<file path="config.mk">
export PLATFORM = sky130hd
export DESIGN_NAME = stepper_top
export DESIGN_NICKNAME = d
export VERILOG_FILES = /design/src/design/stepper_pkg.sv /design/src/design/spi_slave.sv /design/src/design/spi_regmap.sv /design/src/design/step_gen.sv /design/src/design/step_watchdog.sv /design/src/design/output_stage.sv /design/src/design/stepper_top.sv
export SDC_FILE = /design/constraint.sdc
export NUM_CORES = 1
export LEC_CHECK = 0
export ABC_AREA = 1
export BUFFER_PORTS_ARGS = -buffer_cell sky130_fd_sc_hd__buf_2
export CELL_PAD_IN_SITES_DETAIL_PLACEMENT = 0
export CELL_PAD_IN_SITES_GLOBAL_PLACEMENT = 1
export CORE_AREA = 10 10 266 204
export CTS_BUF_LIST = sky130_fd_sc_hd__clkbuf_8
export DETAILED_ROUTE_END_ITERATION = 12
export DIE_AREA = 0 0 276 214
export GPL_ROUTABILITY_DRIVEN = 0
export PLACE_DENSITY_LB_ADDON = 0.1
export SLEW_MARGIN = 40
export SYNTH_ARGS = -nofsm -noshare
export SYNTH_HDL_FRONTEND = slang
export SYNTH_SLANG_ARGS = --single-unit
</file>
<file path="constraint.sdc">
create_clock -name clk -period 3.1 [get_ports clk]
set_clock_uncertainty 0.15 [all_clocks]
set_input_delay 0.465 -clock clk [delete_from_list [all_inputs] [get_ports clk]]
set_output_delay 0.465 -clock clk [all_outputs]
set_load 0.05 [all_outputs]
</file>
<file path="src/design/stepper_pkg.sv">
package stepper_pkg;

	// axis and accumulator geometry
	localparam int num_axes = 4;
	localparam int vel_w    = 12;
	localparam int frac_w   = 11;
	localparam int int_w    = 10;
	localparam int pos_w    = int_w + frac_w;   // 21
	localparam int time_w   = 4;

	// spi frame fields
	localparam int byte_w = 8;
	localparam int idx_w  = 5;
	localparam int dout_w = 14;
	localparam int din_w  = 16;

	// tick and watchdog timing
	localparam int tick_div      = 64;                 // clocks per tick
	localparam int tick_bits     = $clog2(tick_div);
	localparam int wdt_div_ticks = 32;                 // ticks per watchdog count
	localparam int presc_w       = tick_bits + $clog2(wdt_div_ticks);   // 2048 clocks
	localparam int wdt_w         = 8;
	localparam int wdt_limit     = 255;

	typedef logic signed [vel_w-1:0] vel_t;
	typedef logic [pos_w-1:0]        pos_t;
	typedef logic [time_w-1:0]       time_t;
	typedef logic [byte_w-1:0]       byte_t;
	typedef logic [idx_w-1:0]        byte_idx_t;
	typedef logic [dout_w-1:0]       dout_t;
	typedef logic [din_w-1:0]        din_t;

	// shared by all four axes
	typedef struct packed {
		time_t dirtime;    // ticks dir is held before a step
		time_t steptime;   // pulse width is steptime+1 ticks
		logic  polarity;   // inverts the step pins
	} step_timing_t;

endpackage

</file>
<file path="src/design/spi_slave.sv">
module spi_slave
	import stepper_pkg::*;
(
	input  logic      clk,
	input  logic      rst,
	input  logic      sck,
	input  logic      ssel_n,
	input  logic      mosi,
	input  byte_t     tx_byte,
	output logic      miso,
	output byte_t     rx_byte,
	output logic      rx_valid,
	output byte_idx_t byte_idx
);

	logic [2:0] sck_r;    // two sync stages plus one for edge detect
	logic [2:0] sel_r;
	logic [1:0] mosi_r;
	logic [2:0] bit_cnt;
	byte_t      sh_in;
	byte_t      sh_out;
	logic       sck_rise;
	logic       sck_fall;
	logic       sel_active;
	logic       sel_start;

	always_ff @(posedge clk) begin
		if (rst) begin
			sck_r <= '0;
			sel_r <= '1;   // select idles inactive
		end else begin
			sck_r <= {sck_r[1:0], sck};
			sel_r <= {sel_r[1:0], ssel_n};
		end
	end

	// mosi lines up with sck_r[1]
	always_ff @(posedge clk) mosi_r <= {mosi_r[0], mosi};

	assign sck_rise   = (sck_r[2:1] == 2'b01);
	assign sck_fall   = (sck_r[2:1] == 2'b10);
	assign sel_active = ~sel_r[1];
	assign sel_start  = (sel_r[2:1] == 2'b10);   // falling select starts a frame

	always_ff @(posedge clk) begin
		if (rst) begin
			bit_cnt  <= '0;
			byte_idx <= '0;
			rx_valid <= 1'b0;
		end else begin
			rx_valid <= sel_active && sck_rise && (bit_cnt == 3'd7);
			if (sel_start) begin
				bit_cnt  <= '0;
				byte_idx <= '0;
			end else if (sel_active) begin
				if (sck_rise)
					bit_cnt <= bit_cnt + 3'd1;
				else if (sck_fall && bit_cnt == '0)
					byte_idx <= byte_idx + 1'b1;   // first fall after a full byte
			end
		end
	end

	always_ff @(posedge clk) begin
		if (sel_active && sck_rise) begin
			sh_in <= {sh_in[byte_w-2:0], mosi_r[1]};
			if (bit_cnt == '0)
				sh_out <= tx_byte;   // readback for this byte
		end else if (sel_active && sck_fall) begin
			sh_out <= {sh_out[byte_w-2:0], 1'b0};
		end
	end

	assign rx_byte = sh_in;
	assign miso    = sh_out[byte_w-1];   // msb first

	// a byte strobe only comes out of a live frame
	a_rx_in_frame: assert property (@(posedge clk) disable iff (rst)
		rx_valid |-> sel_active);

endmodule

</file>
<file path="src/design/spi_regmap.sv">
module spi_regmap
	import stepper_pkg::*;
(
	input  logic         clk,
	input  logic         rst,
	input  byte_t        rx_byte,
	input  logic         rx_valid,
	input  byte_idx_t    byte_idx,
	input  pos_t         pos [num_axes],
	input  din_t         din,
	output byte_t        tx_byte,
	output vel_t         vel [num_axes],
	output dout_t        dout,
	output step_timing_t timing,
	output logic         kick
);

	byte_t hold;      // low byte of the field in progress
	pos_t  rd_pos;

	// even bytes are the low halves
	always_ff @(posedge clk) begin
		if (rx_valid && !byte_idx[0])
			hold <= rx_byte;
	end

	always_ff @(posedge clk) begin
		if (rst) begin
			for (int i = 0; i < num_axes; i++) begin
				vel[i] <= '0;
			end
			dout   <= '0;
			timing <= '0;
			kick   <= 1'b0;
		end else begin
			kick <= 1'b0;
			if (rx_valid && byte_idx[0]) begin
				if (byte_idx < idx_w'(8)) begin
					// bytes 1,3,5,7 commit velocities 0..3
					vel[byte_idx[2:1]] <= {rx_byte[vel_w-byte_w-1:0], hold};
				end else if (byte_idx == idx_w'(9)) begin
					dout <= {rx_byte[dout_w-byte_w-1:0], hold};
					kick <= rx_byte[6];
				end else if (byte_idx == idx_w'(11)) begin
					// byte 11 bits 7:6 are the unused tap select
					timing.dirtime  <= hold[time_w-1:0];
					timing.polarity <= hold[7];
					timing.steptime <= rx_byte[time_w-1:0];
				end
			end
		end
	end

	assign rd_pos = pos[byte_idx[3:2]];   // four bytes per axis

	always_ff @(posedge clk) begin
		if (byte_idx < idx_w'(16)) begin
			case (byte_idx[1:0])
				2'd0:    tx_byte <= rd_pos[7:0];
				2'd1:    tx_byte <= rd_pos[15:8];
				2'd2:    tx_byte <= byte_t'(rd_pos[pos_w-1:16]);
				default: tx_byte <= '0;
			endcase
		end else begin
			case (byte_idx)
				idx_w'(16): tx_byte <= din[7:0];
				idx_w'(17): tx_byte <= din[15:8];
				idx_w'(18),
				idx_w'(19): tx_byte <= '0;
				default:    tx_byte <= byte_t'(byte_idx);   // past the map, echo index
			endcase
		end
	end

endmodule

</file>
<file path="src/design/step_gen.sv">
module step_gen
	import stepper_pkg::*;
(
	input  logic         clk,
	input  logic         rst,
	input  logic         tick,
	input  vel_t         vel,
	input  step_timing_t timing,
	output pos_t         pos,
	output logic         step,
	output logic         dir
);

	typedef enum logic [1:0] {
		ST_IDLE,
		ST_HOLD,    // dir just changed, waiting out dirtime
		ST_PULSE
	} state_t;

	state_t state;
	pos_t   pos_next;
	time_t  hold_cnt;
	time_t  pulse_cnt;
	logic   req;
	logic   pending;

	assign pos_next = pos + pos_t'(vel);   // sign extended, wraps at pos_w
	// |vel| < 2**frac_w so at most one toggle per tick
	assign req = tick && (pos_next[frac_w] != pos[frac_w]);

	always_ff @(posedge clk) begin
		if (rst) begin
			pos       <= '0;
			state     <= ST_IDLE;
			step      <= 1'b0;
			dir       <= 1'b0;
			hold_cnt  <= '0;
			pulse_cnt <= '0;
			pending   <= 1'b0;
		end else begin
			if (tick)
				pos <= pos_next;
			if (req)
				pending <= 1'b1;   // kept until idle
			if (tick) begin
				case (state)
					ST_IDLE: begin
						if (dir != vel[vel_w-1]) begin
							dir      <= vel[vel_w-1];
							hold_cnt <= timing.dirtime;
							state    <= ST_HOLD;
						end else if (pending || req) begin
							step      <= 1'b1;
							pulse_cnt <= timing.steptime;
							pending   <= 1'b0;
							state     <= ST_PULSE;
						end
					end
					ST_HOLD: begin
						if (hold_cnt == '0)
							state <= ST_IDLE;
						else
							hold_cnt <= hold_cnt - 1'b1;
					end
					ST_PULSE: begin
						if (pulse_cnt == '0) begin
							step  <= 1'b0;
							state <= ST_IDLE;
						end else begin
							pulse_cnt <= pulse_cnt - 1'b1;
						end
					end
					default: state <= ST_IDLE;
				endcase
			end
		end
	end

	// direction setup is never cut short by a new pulse
	a_dir_setup: assert property (@(posedge clk) disable iff (rst)
		$rose(step) |-> $past(hold_cnt) == '0 && $past(dir) == dir);

endmodule

</file>
<file path="src/design/step_watchdog.sv">
module step_watchdog
	import stepper_pkg::*;
(
	input  logic clk,
	input  logic rst,
	input  logic kick,
	input  logic wdt_tick,
	output logic drive_en
);

	logic [wdt_w-1:0] cnt;

	always_ff @(posedge clk) begin
		if (rst)
			cnt <= '0;   // outputs start disabled
		else if (kick)
			cnt <= wdt_w'(wdt_limit);
		else if (wdt_tick && cnt != '0)
			cnt <= cnt - 1'b1;
	end

	assign drive_en = (cnt != '0);

endmodule

</file>
<file path="src/design/output_stage.sv">
module output_stage
	import stepper_pkg::*;
(
	input  logic                clk,
	input  logic                rst,
	input  logic [num_axes-1:0] step_raw,
	input  logic [num_axes-1:0] dir_raw,
	input  logic                polarity,
	input  dout_t               dout_in,
	input  logic                drive_en_in,
	output logic [num_axes-1:0] step,
	output logic [num_axes-1:0] dir,
	output dout_t               dout,
	output logic                drive_en,
	output logic                led
);

	always_ff @(posedge clk) begin
		if (rst) begin
			step     <= '0;
			dir      <= '0;
			dout     <= '0;
			drive_en <= 1'b0;
			led      <= 1'b0;
		end else begin
			step     <= step_raw ^ {num_axes{polarity}};
			dir      <= dir_raw;
			dout     <= dout_in;
			drive_en <= drive_en_in;
			led      <= drive_en_in & (step_raw[0] ^ dir_raw[0]);   // axis 0 activity
		end
	end

	a_led_off: assert property (@(posedge clk) disable iff (rst) !drive_en |-> !led);

endmodule

</file>
<file path="src/design/stepper_top.sv">
module stepper_top
	import stepper_pkg::*;
(
	input  logic                clk,
	input  logic                rst,
	input  logic                sck,
	input  logic                ssel_n,
	input  logic                mosi,
	input  din_t                din,
	output logic                miso,
	output logic [num_axes-1:0] step,
	output logic [num_axes-1:0] dir,
	output dout_t               dout,
	output logic                drive_en,
	output logic                led
);

	logic [presc_w-1:0]  presc;
	logic                tick;
	logic                wdt_tick;
	byte_t               rx_byte;
	byte_t               tx_byte;
	logic                rx_valid;
	byte_idx_t           byte_idx;
	vel_t                vel [num_axes];
	pos_t                pos [num_axes];
	dout_t               dout_reg;
	step_timing_t        timing;
	logic                kick;
	logic [num_axes-1:0] step_raw;
	logic [num_axes-1:0] dir_raw;
	logic                drive_en_raw;

	always_ff @(posedge clk) begin
		if (rst)
			presc <= '0;
		else
			presc <= presc + 1'b1;
	end

	assign tick     = (presc[tick_bits-1:0] == '1);   // once per tick_div clocks
	assign wdt_tick = (presc == '1);                   // every 32nd tick

	spi_slave i_spi_slave (
		.clk, .rst, .sck, .ssel_n, .mosi,
		.tx_byte, .miso, .rx_byte, .rx_valid, .byte_idx
	);

	spi_regmap i_spi_regmap (
		.clk, .rst, .rx_byte, .rx_valid, .byte_idx, .pos, .din,
		.tx_byte, .vel, .dout(dout_reg), .timing, .kick
	);

	for (genvar i = 0; i < num_axes; i++) begin : g_axis
		step_gen i_step_gen (
			.clk, .rst, .tick,
			.vel(vel[i]), .timing, .pos(pos[i]),
			.step(step_raw[i]), .dir(dir_raw[i])
		);
	end

	step_watchdog i_step_watchdog (.clk, .rst, .kick, .wdt_tick, .drive_en(drive_en_raw));

	output_stage i_output_stage (
		.clk, .rst, .step_raw, .dir_raw, .polarity(timing.polarity),
		.dout_in(dout_reg), .drive_en_in(drive_en_raw),
		.step, .dir, .dout, .drive_en, .led
	);

endmodule

</file>
* Word-level counts from Yosys, hierarchy flattened
Cells that the tools add are included.
Operators by class: muxes and demuxes 98, equal/unequal tests 63, reductions and logical operators 71, bitwise logic cells 10, add/subtract/negate cells 16, $lt $le $gt $ge 5
Operator list (count):
- adder 21 bit | 4
- 2-to-1 mux 4 bit | 20
- case mux 4 bit (2 select lines) | 8
- bitwise mux 48 bit | 1
- 2-to-1 mux 8 bit | 6
- case mux 8 bit (3 select lines) | 2
- binary-select mux 21 bit (select 2 bit) | 1
- 2-to-1 mux 21 bit | 2
- AND reduction 5 bit | 8
- AND reduction 4 bit | 9
- != test 2 x 1 -> 1 bit (second input constant) | 17
- logical NOT 4 bit | 8
- 2-to-1 mux 1 bit | 32
- 2-to-1 mux 2 bit | 16
- subtractor 4 x 1 -> 4 bit (second input constant) | 8
- demux 12 bit (select 2 bit) | 1
- != test 2 bit (second input constant) | 12
- case mux 2 bit (3 select lines) | 4
- == test 5 bit (second input constant) | 4
- nonzero test 2 bit | 10
- AND reduction 3 bit | 6
- == test 2 bit (second input constant) | 7
- == test 2 x 1 -> 1 bit (second input constant) | 6
- logical AND 1 bit | 12
- other kinds (29) | 59
Storage, ports and cells: bits in registers 300, input port bits 21, output and inout port bits 25

* Depth between registers and ports, before layout
Gate-level depths: netlist (run 1).
depth after elaboration 8, mapped depth 16, mapped depth without buffers 16

* By module
Synthesis (run 1) repeated with hierarchy kept, for this count alone.
Unflattened totals: cell total of the unflattened synthesis 2560, area total of the unflattened synthesis 18013.5 µm²
Modules (own cells, without submodules):
- step_gen at g_axis[0].i_step_gen ... | times used 3, sequential area each 680.7 µm², cells an instance 385, area an instance 2626.3 µm²
- spi_regmap | times used 1, sequential area each 1841.8 µm², cells an instance 658, area an instance 4463.0 µm²
- step_gen at g_axis[3].i_step_gen | times used 1, sequential area each 680.7 µm², cells an instance 387, area an instance 2635.0 µm²
- spi_slave | times used 1, sequential area each 820.8 µm², cells an instance 124, area an instance 1297.5 µm²
- output_stage | times used 1, sequential area each 480.5 µm², cells an instance 86, area an instance 734.5 µm²
- step_watchdog | times used 1, sequential area each 160.2 µm², cells an instance 82, area an instance 519.2 µm²
- stepper_top | times used 1, sequential area each 220.2 µm², cells an instance 68, area an instance 485.5 µm²

* Worst setup path before layout (run 1)
OpenSTA, ideal clock, no wires.
kind register to register, start register i_spi_slave.sck_r[2], end register i_spi_slave.sh_out[0], enable pin, arrival time 1839 ps, slack 727 ps, stages on the path, launching flop included 4, clock period less this slack 2373 ps, library setup time 384 ps, cell sequence dfxtp_1 > nor3_2 > inv_1 > o21ai_0
Between the ends: longest elaborated chain between the ends 4, elaborated cells on any way between the ends 7
RTL lines:
- start, declared | line spi_slave.sv:16 | logic [2:0] sck_r;
- start signal, assigned | line spi_slave.sv:32 | sck_r <= {sck_r[1:0], sck};
- == test 2 x 1 -> 1 bit / == test 2 bit (equally long branches) | line spi_slave.sv:40, spi_slave.sv:41
- logical AND 1 bit (on tied branches) | line spi_slave.sv:65, spi_slave.sv:69
- != test 2 x 1 -> 1 bit (no line) / nonzero test 2 bit (equally long branches)
- AND reduction 2 bit (no line) *
- end signal, assigned | line spi_slave.sv:68 | sh_out <= tx_byte;
- end signal, assigned | line spi_slave.sv:70 | sh_out <= {sh_out[byte_w-2:0], 1'b0};
- end, declared | line spi_slave.sv:21 | byte_t sh_out;
Every way passes the cells marked *; elsewhere a longest branch is shown, timed or not. A chain may end at the register's enable or synchronous reset.

* Final worst setup path (run 1)
start register i_spi_slave.byte_idx[2], end register i_spi_regmap.tx_byte[5]
Between the ends: longest elaborated chain between the ends 6, elaborated cells on any way between the ends 13
RTL lines:
- start, declared | line spi_slave.sv:13 | output byte_idx_t byte_idx
- start signal, assigned | line spi_slave.sv:59 | byte_idx <= byte_idx + 1'b1;
- NOT 2 -> 3 bit (implied by the code) | line spi_regmap.sv:54 | assign rd_pos = pos[byte_idx[3:2]];
- binary-select mux 21 bit (select 2 bit) | line spi_regmap.sv:54
- 2-to-1 mux 21 bit (implied by the code) (2 in a row) | line spi_regmap.sv:54
- case mux 8 bit (3 select lines) | line spi_regmap.sv:58 | case (byte_idx[1:0])
- 2-to-1 mux 8 bit * | line spi_regmap.sv:57 | if (byte_idx < idx_w'(16)) begin
- end signal, assigned | line spi_regmap.sv:59 | 2'd0: tx_byte <= rd_pos[7:0];
- end signal, assigned | line spi_regmap.sv:60 | 2'd1: tx_byte <= rd_pos[15:8];
- end signal, assigned | line spi_regmap.sv:61 | 2'd2: tx_byte <= byte_t'(rd_pos[pos_w-1:16]);
- end, declared | line spi_regmap.sv:11 | output byte_t tx_byte,
Every way passes the cells marked *; elsewhere a longest branch is shown, timed or not. The select of a mux whose other input is x is not followed.

==> flow_metrics.py, run 1 <==
metrics = {
    "layout": {
        "largest_register": "g_axis.i_step_gen.pos",
        "fin_nets": 2535,
        "syn2layout_area_growth_pct": 13.2,
        "largest_registers": "g_axis.i_step_gen.pos: 84 flops, i_spi_regmap.vel: 48 flops",
        "post_route_cells_drive_above_1_share_pct": 8.96,
        "n_fill_cell": 5309,
        "layout.area.seq_sq_um": 6250,
        "final_core_utilization_pct": 38.8,
        "largest_register_ff_count": 84,
        "fin_area_sq_um": 19200,
        "multi_input_area_sq_um": 9090,
        "antennaDiodeCount": 0,
    },
    "floorplanning": {
        "cell_rows": 71,
        "floorplan.die.width_microns": 276,
        "initial_utilization_pct": 34.3,
        "core-area_sq_um": 49400,
        "boundaryPins": 46,
        "fp.dieH_microns": 214,
        "die_area_sq_um": 59100,
    },
    "synth": {
        "ys_top_cells_by_count": "sky130_fd_sc_hd__nand2_1 (373), sky130_fd_sc_hd__inv_1 (338), sky130_fd_sc_hd__dfxtp_1 (276)",
        "synth.cell_area_sq_um": 17000,
        "synth-seq-cells": 300,
        "synth_compound_area_share_pct": 20.0,
        "synth.top_cell.area_share_pct": 32.6,
        "synth_top_family_by_area": "simple AND/OR/NAND/NOR gates",
        "netlist-cell-type-count": 52,
        "yosys_most_used_dff": "sky130_fd_sc_hd__dfxtp_1",
        "yosys.area_share.xor_xnor_pct": 3.67,
        "leading_cell_type_by_number_of_instances_after_synthesis": "sky130_fd_sc_hd__nand2_1",
        "synth_async_sr_flop_share_pct": 0,
        "syn_area_per_cell_sq_um": 7.23,
        "synth_simple_gate_area_share_pct": 21.9,
        "synth_enable_flop_cells": 24,
        "proportion_of_synthesized_chip_area_in_sequential_cells_pct": 36.8,
        "syn-num-nets": 2469,
        "synth-adder-area-share_pct": 7.71,
        "post-synth-top-area-cell": "sky130_fd_sc_hd__dfxtp_1",
        "yosysWarningCount": 0,
        "postSynthCellCount": 2346,
        "synth_area_leaders": "sky130_fd_sc_hd__dfxtp_1 (33%), sky130_fd_sc_hd__nand2_1 (8.3%), sky130_fd_sc_hd__a21oi_1 (7.8%)",
        "synthMuxAreaShare_pct": 0.295,
    },
    "critical_path": {
        "critical_path.cell_chain": "inv_1 > o21ai_0 > o221ai_1 > a22o_1 > nand2_1 > nand3_1 > dlygate4sd3_1",
        "endpoint_arrival_time_on_the_critical_path_ns": 3.24,
        "critPathLaunchType": "flop",
        "timing.critical_path.fanout_max": 22,
        "timing.critical_path.required_ns": 3.47,
        "endpoint_kind": "flop",
        "criticalPathCategory": "reg2reg",
        "worst_path_largest_cell_delay_ns": 0.70,
        "timing.critical_path.buf_inv": 2,
        "cp_slowest_cell": "sky130_fd_sc_hd__o21ai_0",
        "crit_family": "compound AO/OA/AOI/OAI gates",
        "r2r_setup_slack_ns": 0.23,
    },
    "sta": {
        "max_slew_margin_pct": 47.6,
        "finalSetupViolations": 0,
        "drv_slew": 0,
        "final.min_clock_period_ns": 2.87,
        "fin_crit_sh_pct": 92.6,
        "rsz0062_at_grt": "false",
        "finalHoldViolCount": 0,
        "tightestPinTransition_ns": 0.785,
        "maxClockFrequency_mhz": 348,
        "finalSetupTns_ns": 0,
    },
    "clock_tree": {
        "clkTransAtPathRegs_ns": 0.06,
        "cts_tree": "yes",
        "numCtsBuffers": 54,
        "cts.repair_timing.setup_buffer_count": 0,
        "clock-sinks": 300,
        "ctsHtreeMaxLevel": 2,
        "clockRootBuffer": "sky130_fd_sc_hd__clkbuf_8",
        "ctsLongestPathBuffers": 3,
        "clkLatencyLatePin_ns": 0.66,
    },
    "detailed_routing": {
        "detail_route.iter0.violations": 1092,
        "postRouteAntennaNets": 0,
        "drt-total-wl_microns": 57000,
        "viasPerCell": 5.06,
        "drc": 0,
        "routed_wire_length_per_instance_microns": 18.3,
        "vias": 15700,
        "dr.pass1.iters": 5,
    },
    "pwr": {
        "vdd_ir_drop_max_v": 0.000275,
        "p_per_area_nw_per_um2": 413,
        "design_power_total_mw": 7.92,
        "leakage_dissipation_nw": 8.71,
    },
    "global_routing": {
        "antenna_found_initial": 3,
        "gr-usage-all-layers_pct": 18.6,
        "vias_in_the_first_global_route": 14900,
        "grt_start_max_net_pins": 64,
        "grt_pass1_wl_microns": 87500,
        "grt-ovfl-total": 0,
    },
    "place": {
        "placedInstanceArea_sq_um": 18000,
        "numPortBuffers": 45,
        "detailed_place_hpwl_microns": 42200,
    },
    "run": {
        "maxCapViolations": 0,
    },
    "hold_path": {
        "hold_path.class": "in2reg",
    },
    "run_status": {
        "outcome": "complete, no violations",
    },
}
placed cells by master (no fill, tap or decap), drive strengths merged, types with 5 or more instances in the layout:
cell type,netlist,routed
edfxtp,24,24
dlygate4sd3,0,10
a21boi,7,7
buf,24,81
inv,342,358
nand3,150,150
xnor2,21,21
nand2,374,374
o211ai,28,28
a21o,10,10
nor3,26,26
o31ai,8,8
clkbuf,57,65
a211oi,11,11
nor4,8,8
nor2,213,213
or2,8,8
dfxtp,276,276
mux2i,5,5
nor3b,6,6
a31oi,12,12
ha,98,98
o22ai,7,7
xor2,50,50
clkinv,2,17
o21ai,240,240
a21oi,267,267
o221ai,14,14
a22o,6,6
nand4,35,35
final timing paths:
| path | startpoint | endpoint | cells after the start |
|---|---|---|---|
| min | din[12] | i_spi_regmap.tx_byte[4]$_DFF_P_ | 4 |
| max reg2reg | i_spi_slave.byte_idx[2]$_SDFFE_PP0P_ | i_spi_regmap.tx_byte[5]$_DFF_P_ | 7 |
| min reg2reg | i_spi_slave.mosi_r[0]$_DFF_P_ | i_spi_slave.mosi_r[1]$_DFF_P_ | 0 |
| max | i_spi_slave.byte_idx[2]$_SDFFE_PP0P_ | i_spi_regmap.tx_byte[5]$_DFF_P_ | 7 |
metrics by stage:
stage / cells / setup WS (ns) / hold slack (ns)
after global placement: 3003 / 0.534 / 0.164
after global routing: 3112 / 0.0915 / 0.0512
final: 3112 / 0.228 / 0.0768
after detailed placement: 3003 / 0.469 / 0.165
after floorplan: 2346 / 0.727 / 0.160
after CTS: 3112 / 0.264 / 0.0205
worst reg2reg max path: cells and delay by family (launching register included):
kind	cells	cell delay (ns)
AO/OA/AOI/OAI	3	1.26
buffers and inverters	2	0.85
flip-flops	1	0.33
AND/OR/NAND/NOR	2	0.16
cell families after synthesis:
kind of cell    count (synthesis)
simple gates                  826
compound gates                617
buf+inv                       425
flops                         300
fa+ha+maj                     102
xor+xnor                       71
mux                             5
where the power goes:
group / leakage, nW / switching (mW) / internal (mW) / total (mW)
Sequential: 2.44 / 0.00701 / 3.91 / 3.92
Combinational: 5.65 / 0.0987 / 0.0410 / 0.140
Clock: 0.624 / 1.86 / 2.00 / 3.86
final cells by class:
type / instances / area share, %
clock buffers: 65 / 4.66
multi-input cells: 1621 / 47.4
flip-flops and latches: 300 / 32.6
inverters: 344 / 6.75
repair buffers: 91 / 3.31
well taps: 657 / 4.29
clock inverters: 34 / 1.02
metal layers:
metal	track usage [%]	wire length, microns	part of all wire, %	vias up
li1	-	-	-	7984
met1	27.9	29700	52	7293
met2	25.9	22300	39	373
met3	4.10	3800	6.7	81
met4	4.87	1170	2.1	2
met5	0	9	0.016	-
repair_timing:
action / CTS / global route
gates resized for setup: 0 / 1
hold endpoints to repair: 17 / 0
endpoints found under the setup margin: 0 / 1
hold buffers: 10 / 0
Note: power is estimated with default switching activity, not from simulation.
==> inputs of run 2 (changes only) <==
--- a/config.mk
+++ b/config.mk
@@ -7,7 +7,7 @@
 export LEC_CHECK = 0
 export ABC_AREA = 1
 export BUFFER_PORTS_ARGS = -buffer_cell sky130_fd_sc_hd__buf_2
-export CELL_PAD_IN_SITES_DETAIL_PLACEMENT = 0
+export CELL_PAD_IN_SITES_DETAIL_PLACEMENT = 1
 export CELL_PAD_IN_SITES_GLOBAL_PLACEMENT = 1
 export CORE_AREA = 10 10 266 204
 export CTS_BUF_LIST = sky130_fd_sc_hd__clkbuf_8
==> flow_metrics.py, run 2 (synthesis gave the netlist of run 1 again) <==
metrics = {
    "global_routing": {
        "grt_pass1_wl_microns": 94800,
        "globalRouteMet3Util_pct": 3.52,
        "globalRouteMet2Util_pct": 29.3,
        "antenna_found_initial": 2,
        "grt-ovfl-total": 0,
        "globalRoute.busiestLayer": "met2",
        "grt_start_max_net_pins": 64,
        "vias_in_the_first_global_route": 16500,
        "gr-usage-all-layers_pct": 19.9,
        "gr-usage-met1_pct": 29.2,
    },
    "pwr": {
        "vdd_ir_drop_max_v": 0.000273,
        "comb_power_share_pct": 1.8,
        "clockPowerShare_pct": 49.7,
        "leakage_dissipation_nw": 8.74,
        "p_per_area_nw_per_um2": 420,
        "intPower_mw": 6.07,
        "netSwitchingFraction_pct": 24.8,
        "power_frac_seq_pct": 48.5,
        "power_switching_mw": 2.00,
    },
    "layout": {
        "largest_register": "g_axis.i_step_gen.pos",
        "most_used_cells_in_the_layout_excluding_fill_and_tap_cells": "sky130_fd_sc_hd__nand2_1 (373), sky130_fd_sc_hd__inv_1 (350), sky130_fd_sc_hd__dfxtp_1 (275)",
        "largest_register_ff_count": 84,
        "syn2layout_area_growth_pct": 13.5,
        "fin_nets": 2535,
        "leading_cell_type_in_the_layout_fill_and_taps_excluded": "sky130_fd_sc_hd__nand2_1",
        "largest_registers": "g_axis.i_step_gen.pos: 84 flops, i_spi_regmap.vel: 48 flops",
        "instances_no_fill": 3116,
        "final_core_utilization_pct": 38.9,
        "post_route_cells_drive_above_1_share_pct": 9.03,
        "fin_area_sq_um": 19200,
    },
    "hold_path": {
        "hold_path.class": "in2reg",
    },
    "critical_path": {
        "rr_worst_depth": 7,
        "endpoint_arrival_time_on_the_critical_path_ns": 3.28,
        "r2r_setup_slack_ns": 0.20,
        "endpoint_kind": "flop",
        "timing.critical_path.depth": 7,
        "worst_setup_path_endpoint": "i_spi_regmap.tx_byte[5]$_DFF_P_",
        "timing.critical_path.buf_inv": 2,
        "timing.critical_path.required_ns": 3.48,
        "crit_family": "compound AO/OA/AOI/OAI gates",
        "timing.critical_path.fanout_max": 22,
        "critPathLaunch": "i_spi_slave.byte_idx[2]$_SDFFE_PP0P_",
        "critPathLaunchType": "flop",
        "critical_path.reg2reg.startpoint": "i_spi_slave.byte_idx[2]$_SDFFE_PP0P_",
        "reg_to_reg_end": "i_spi_regmap.tx_byte[5]$_DFF_P_",
        "critical_path.cell_chain": "inv_1 > o21ai_0 > o221ai_1 > a22o_1 > nand2_1 > nand3_1 > dlygate4sd3_1",
        "worst_path_largest_cell_delay_ns": 0.73,
        "criticalPathCategory": "reg2reg",
        "cp_slowest_cell": "sky130_fd_sc_hd__o21ai_0",
    },
    "floorplanning": {
        "floorplan.die.width_microns": 276,
        "cell_rows": 71,
        "die_area_sq_um": 59100,
        "boundaryPins": 46,
        "fp.dieH_microns": 214,
        "initial_utilization_pct": 34.3,
        "core-area_sq_um": 49400,
    },
    "detailed_routing": {
        "drt-total-wl_microns": 60400,
        "drc": 0,
        "viasPerCell": 5.19,
        "routed_wire_length_per_instance_microns": 19.4,
        "vias": 16200,
        "dr.pass1.iters": 7,
        "postRouteAntennaNets": 0,
        "detail_route.iter0.violations": 908,
    },
    "sta": {
        "fin_crit_sh_pct": 93.6,
        "final.min_clock_period_ns": 2.90,
        "hold_slack_ns": 0.0894,
        "rsz0062_at_grt": "false",
        "finalSetupTns_ns": 0,
        "max_slew_margin_pct": 46.9,
        "tightestPinTransition_ns": 0.796,
        "finalHoldViolCount": 0,
        "finalSetupViolations": 0,
        "drv_slew": 0,
        "maxClockFrequency_mhz": 345,
    },
    "clock_tree": {
        "clock-sinks": 300,
        "numCtsBuffers": 54,
        "clkTransAtPathRegs_ns": 0.07,
        "ctsLongestPathBuffers": 3,
        "ctsHtreeMaxLevel": 2,
        "cts.repair_timing.setup_buffer_count": 0,
        "cts_tree": "yes",
        "clkLatencyLatePin_ns": 0.68,
        "clockRootBuffer": "sky130_fd_sc_hd__clkbuf_8",
    },
    "place": {
        "place_inst": 3003,
        "numPortBuffers": 45,
        "detailed_place_hpwl_microns": 45500,
        "placedInstanceArea_sq_um": 18000,
    },
    "run_status": {
        "outcome": "complete, no violations",
    },
    "run": {
        "maxCapViolations": 0,
    },
}
-- run 2: changes by cell type in the layout (fill, tap and decap cells not counted) --
cell,delta
sky130_fd_sc_hd__clkbuf_8,+1
sky130_fd_sc_hd__diode_2,+1
sky130_fd_sc_hd__inv_6,-1
sky130_fd_sc_hd__bufinv_16,+1
sky130_fd_sc_hd__clkinvlp_4,-2
sky130_fd_sc_hd__clkinv_1,+2
sky130_fd_sc_hd__clkinv_2,+1
sky130_fd_sc_hd__inv_8,+2
sky130_fd_sc_hd__inv_1,-1
-- run 2: worst min-delay path by stage --
| stage | end | slack [ns] | depth (start not counted) | startpoint |
|---|---|---|---|---|
| after CTS | i_spi_regmap.tx_byte[4]$_DFF_P_ | 0.02 | 4 | din[12] |
| after floorplan | i_spi_slave.mosi_r[1]$_DFF_P_ | 0.16 | 0 | i_spi_slave.mosi_r[0]$_DFF_P_ |
| after global placement | i_spi_slave.mosi_r[1]$_DFF_P_ | 0.16 | 0 | i_spi_slave.mosi_r[0]$_DFF_P_ |
| final | i_spi_regmap.tx_byte[4]$_DFF_P_ | 0.09 | 4 | din[12] |
| after detailed placement | i_spi_slave.mosi_r[1]$_DFF_P_ | 0.17 | 0 | i_spi_slave.mosi_r[0]$_DFF_P_ |
| after global routing | i_spi_regmap.tx_byte[4]$_DFF_P_ | 0.08 | 4 | din[12] |
-- run 2: stage by stage --
step | total power [mW] | setup WS [ns]
5_1_grt | 8.42 | 0.0327
6_report | 8.08 | 0.198
2_1_floorplan | 4.08 | 0.727
3_5_place_dp | 4.14 | 0.437
4_1_cts | 8.21 | 0.227
3_3_place_gp | 4.14 | 0.534
-- run 2: what timing repair did --
action | CTS | global route
endpoints found under the hold margin | 16 | 0
hold buffers | 10 | 0
setup endpoints to repair | 0 | 2
gates resized for setup | 0 | 1
-- run 2: area by class of cell --
class / instances / area [sq um]
Fill cell: 6213 / 30200
Inverter: 344 / 1290
Clock buffer: 66 / 908
Sequential cell: 300 / 6250
Tap cell: 657 / 822
Clock inverter: 36 / 234
Multi-Input combinational cell: 1621 / 9090
Antenna cell: 1 / 2.50
Timing Repair Buffer: 91 / 636
-- run 2: worst reg2reg max path, cell delays in order, from the launching register on --
cell	delay, ns
sky130_fd_sc_hd__dfxtp_1	0.33
sky130_fd_sc_hd__inv_1	0.31
sky130_fd_sc_hd__o21ai_0	0.75
sky130_fd_sc_hd__o221ai_1	0.26
sky130_fd_sc_hd__a22o_1	0.27
sky130_fd_sc_hd__nand2_1	0.09
sky130_fd_sc_hd__nand3_1	0.06
sky130_fd_sc_hd__dlygate4sd3_1	0.55
-- run 2: power groups by stage --
stage | clock (mW) | sequential [mW] | combinational, mW
6_report | 4.02 | 3.92 | 0.142
3_5_place_dp | 0 | 4.00 | 0.137
3_3_place_gp | 0 | 4.00 | 0.134
4_1_cts | 4.15 | 3.92 | 0.144
5_1_grt | 4.34 | 3.91 | 0.161
2_1_floorplan | 0 | 4.00 | 0.0792
-- run 2: per-layer routing --
layer	up-vias	share of wire (%)	routed length (microns)
li1	7981	-	-
met1	7840	52	31500
met2	278	41	24800
met3	81	4.7	2810
met4	0	2.1	1290
met5	-	0	0
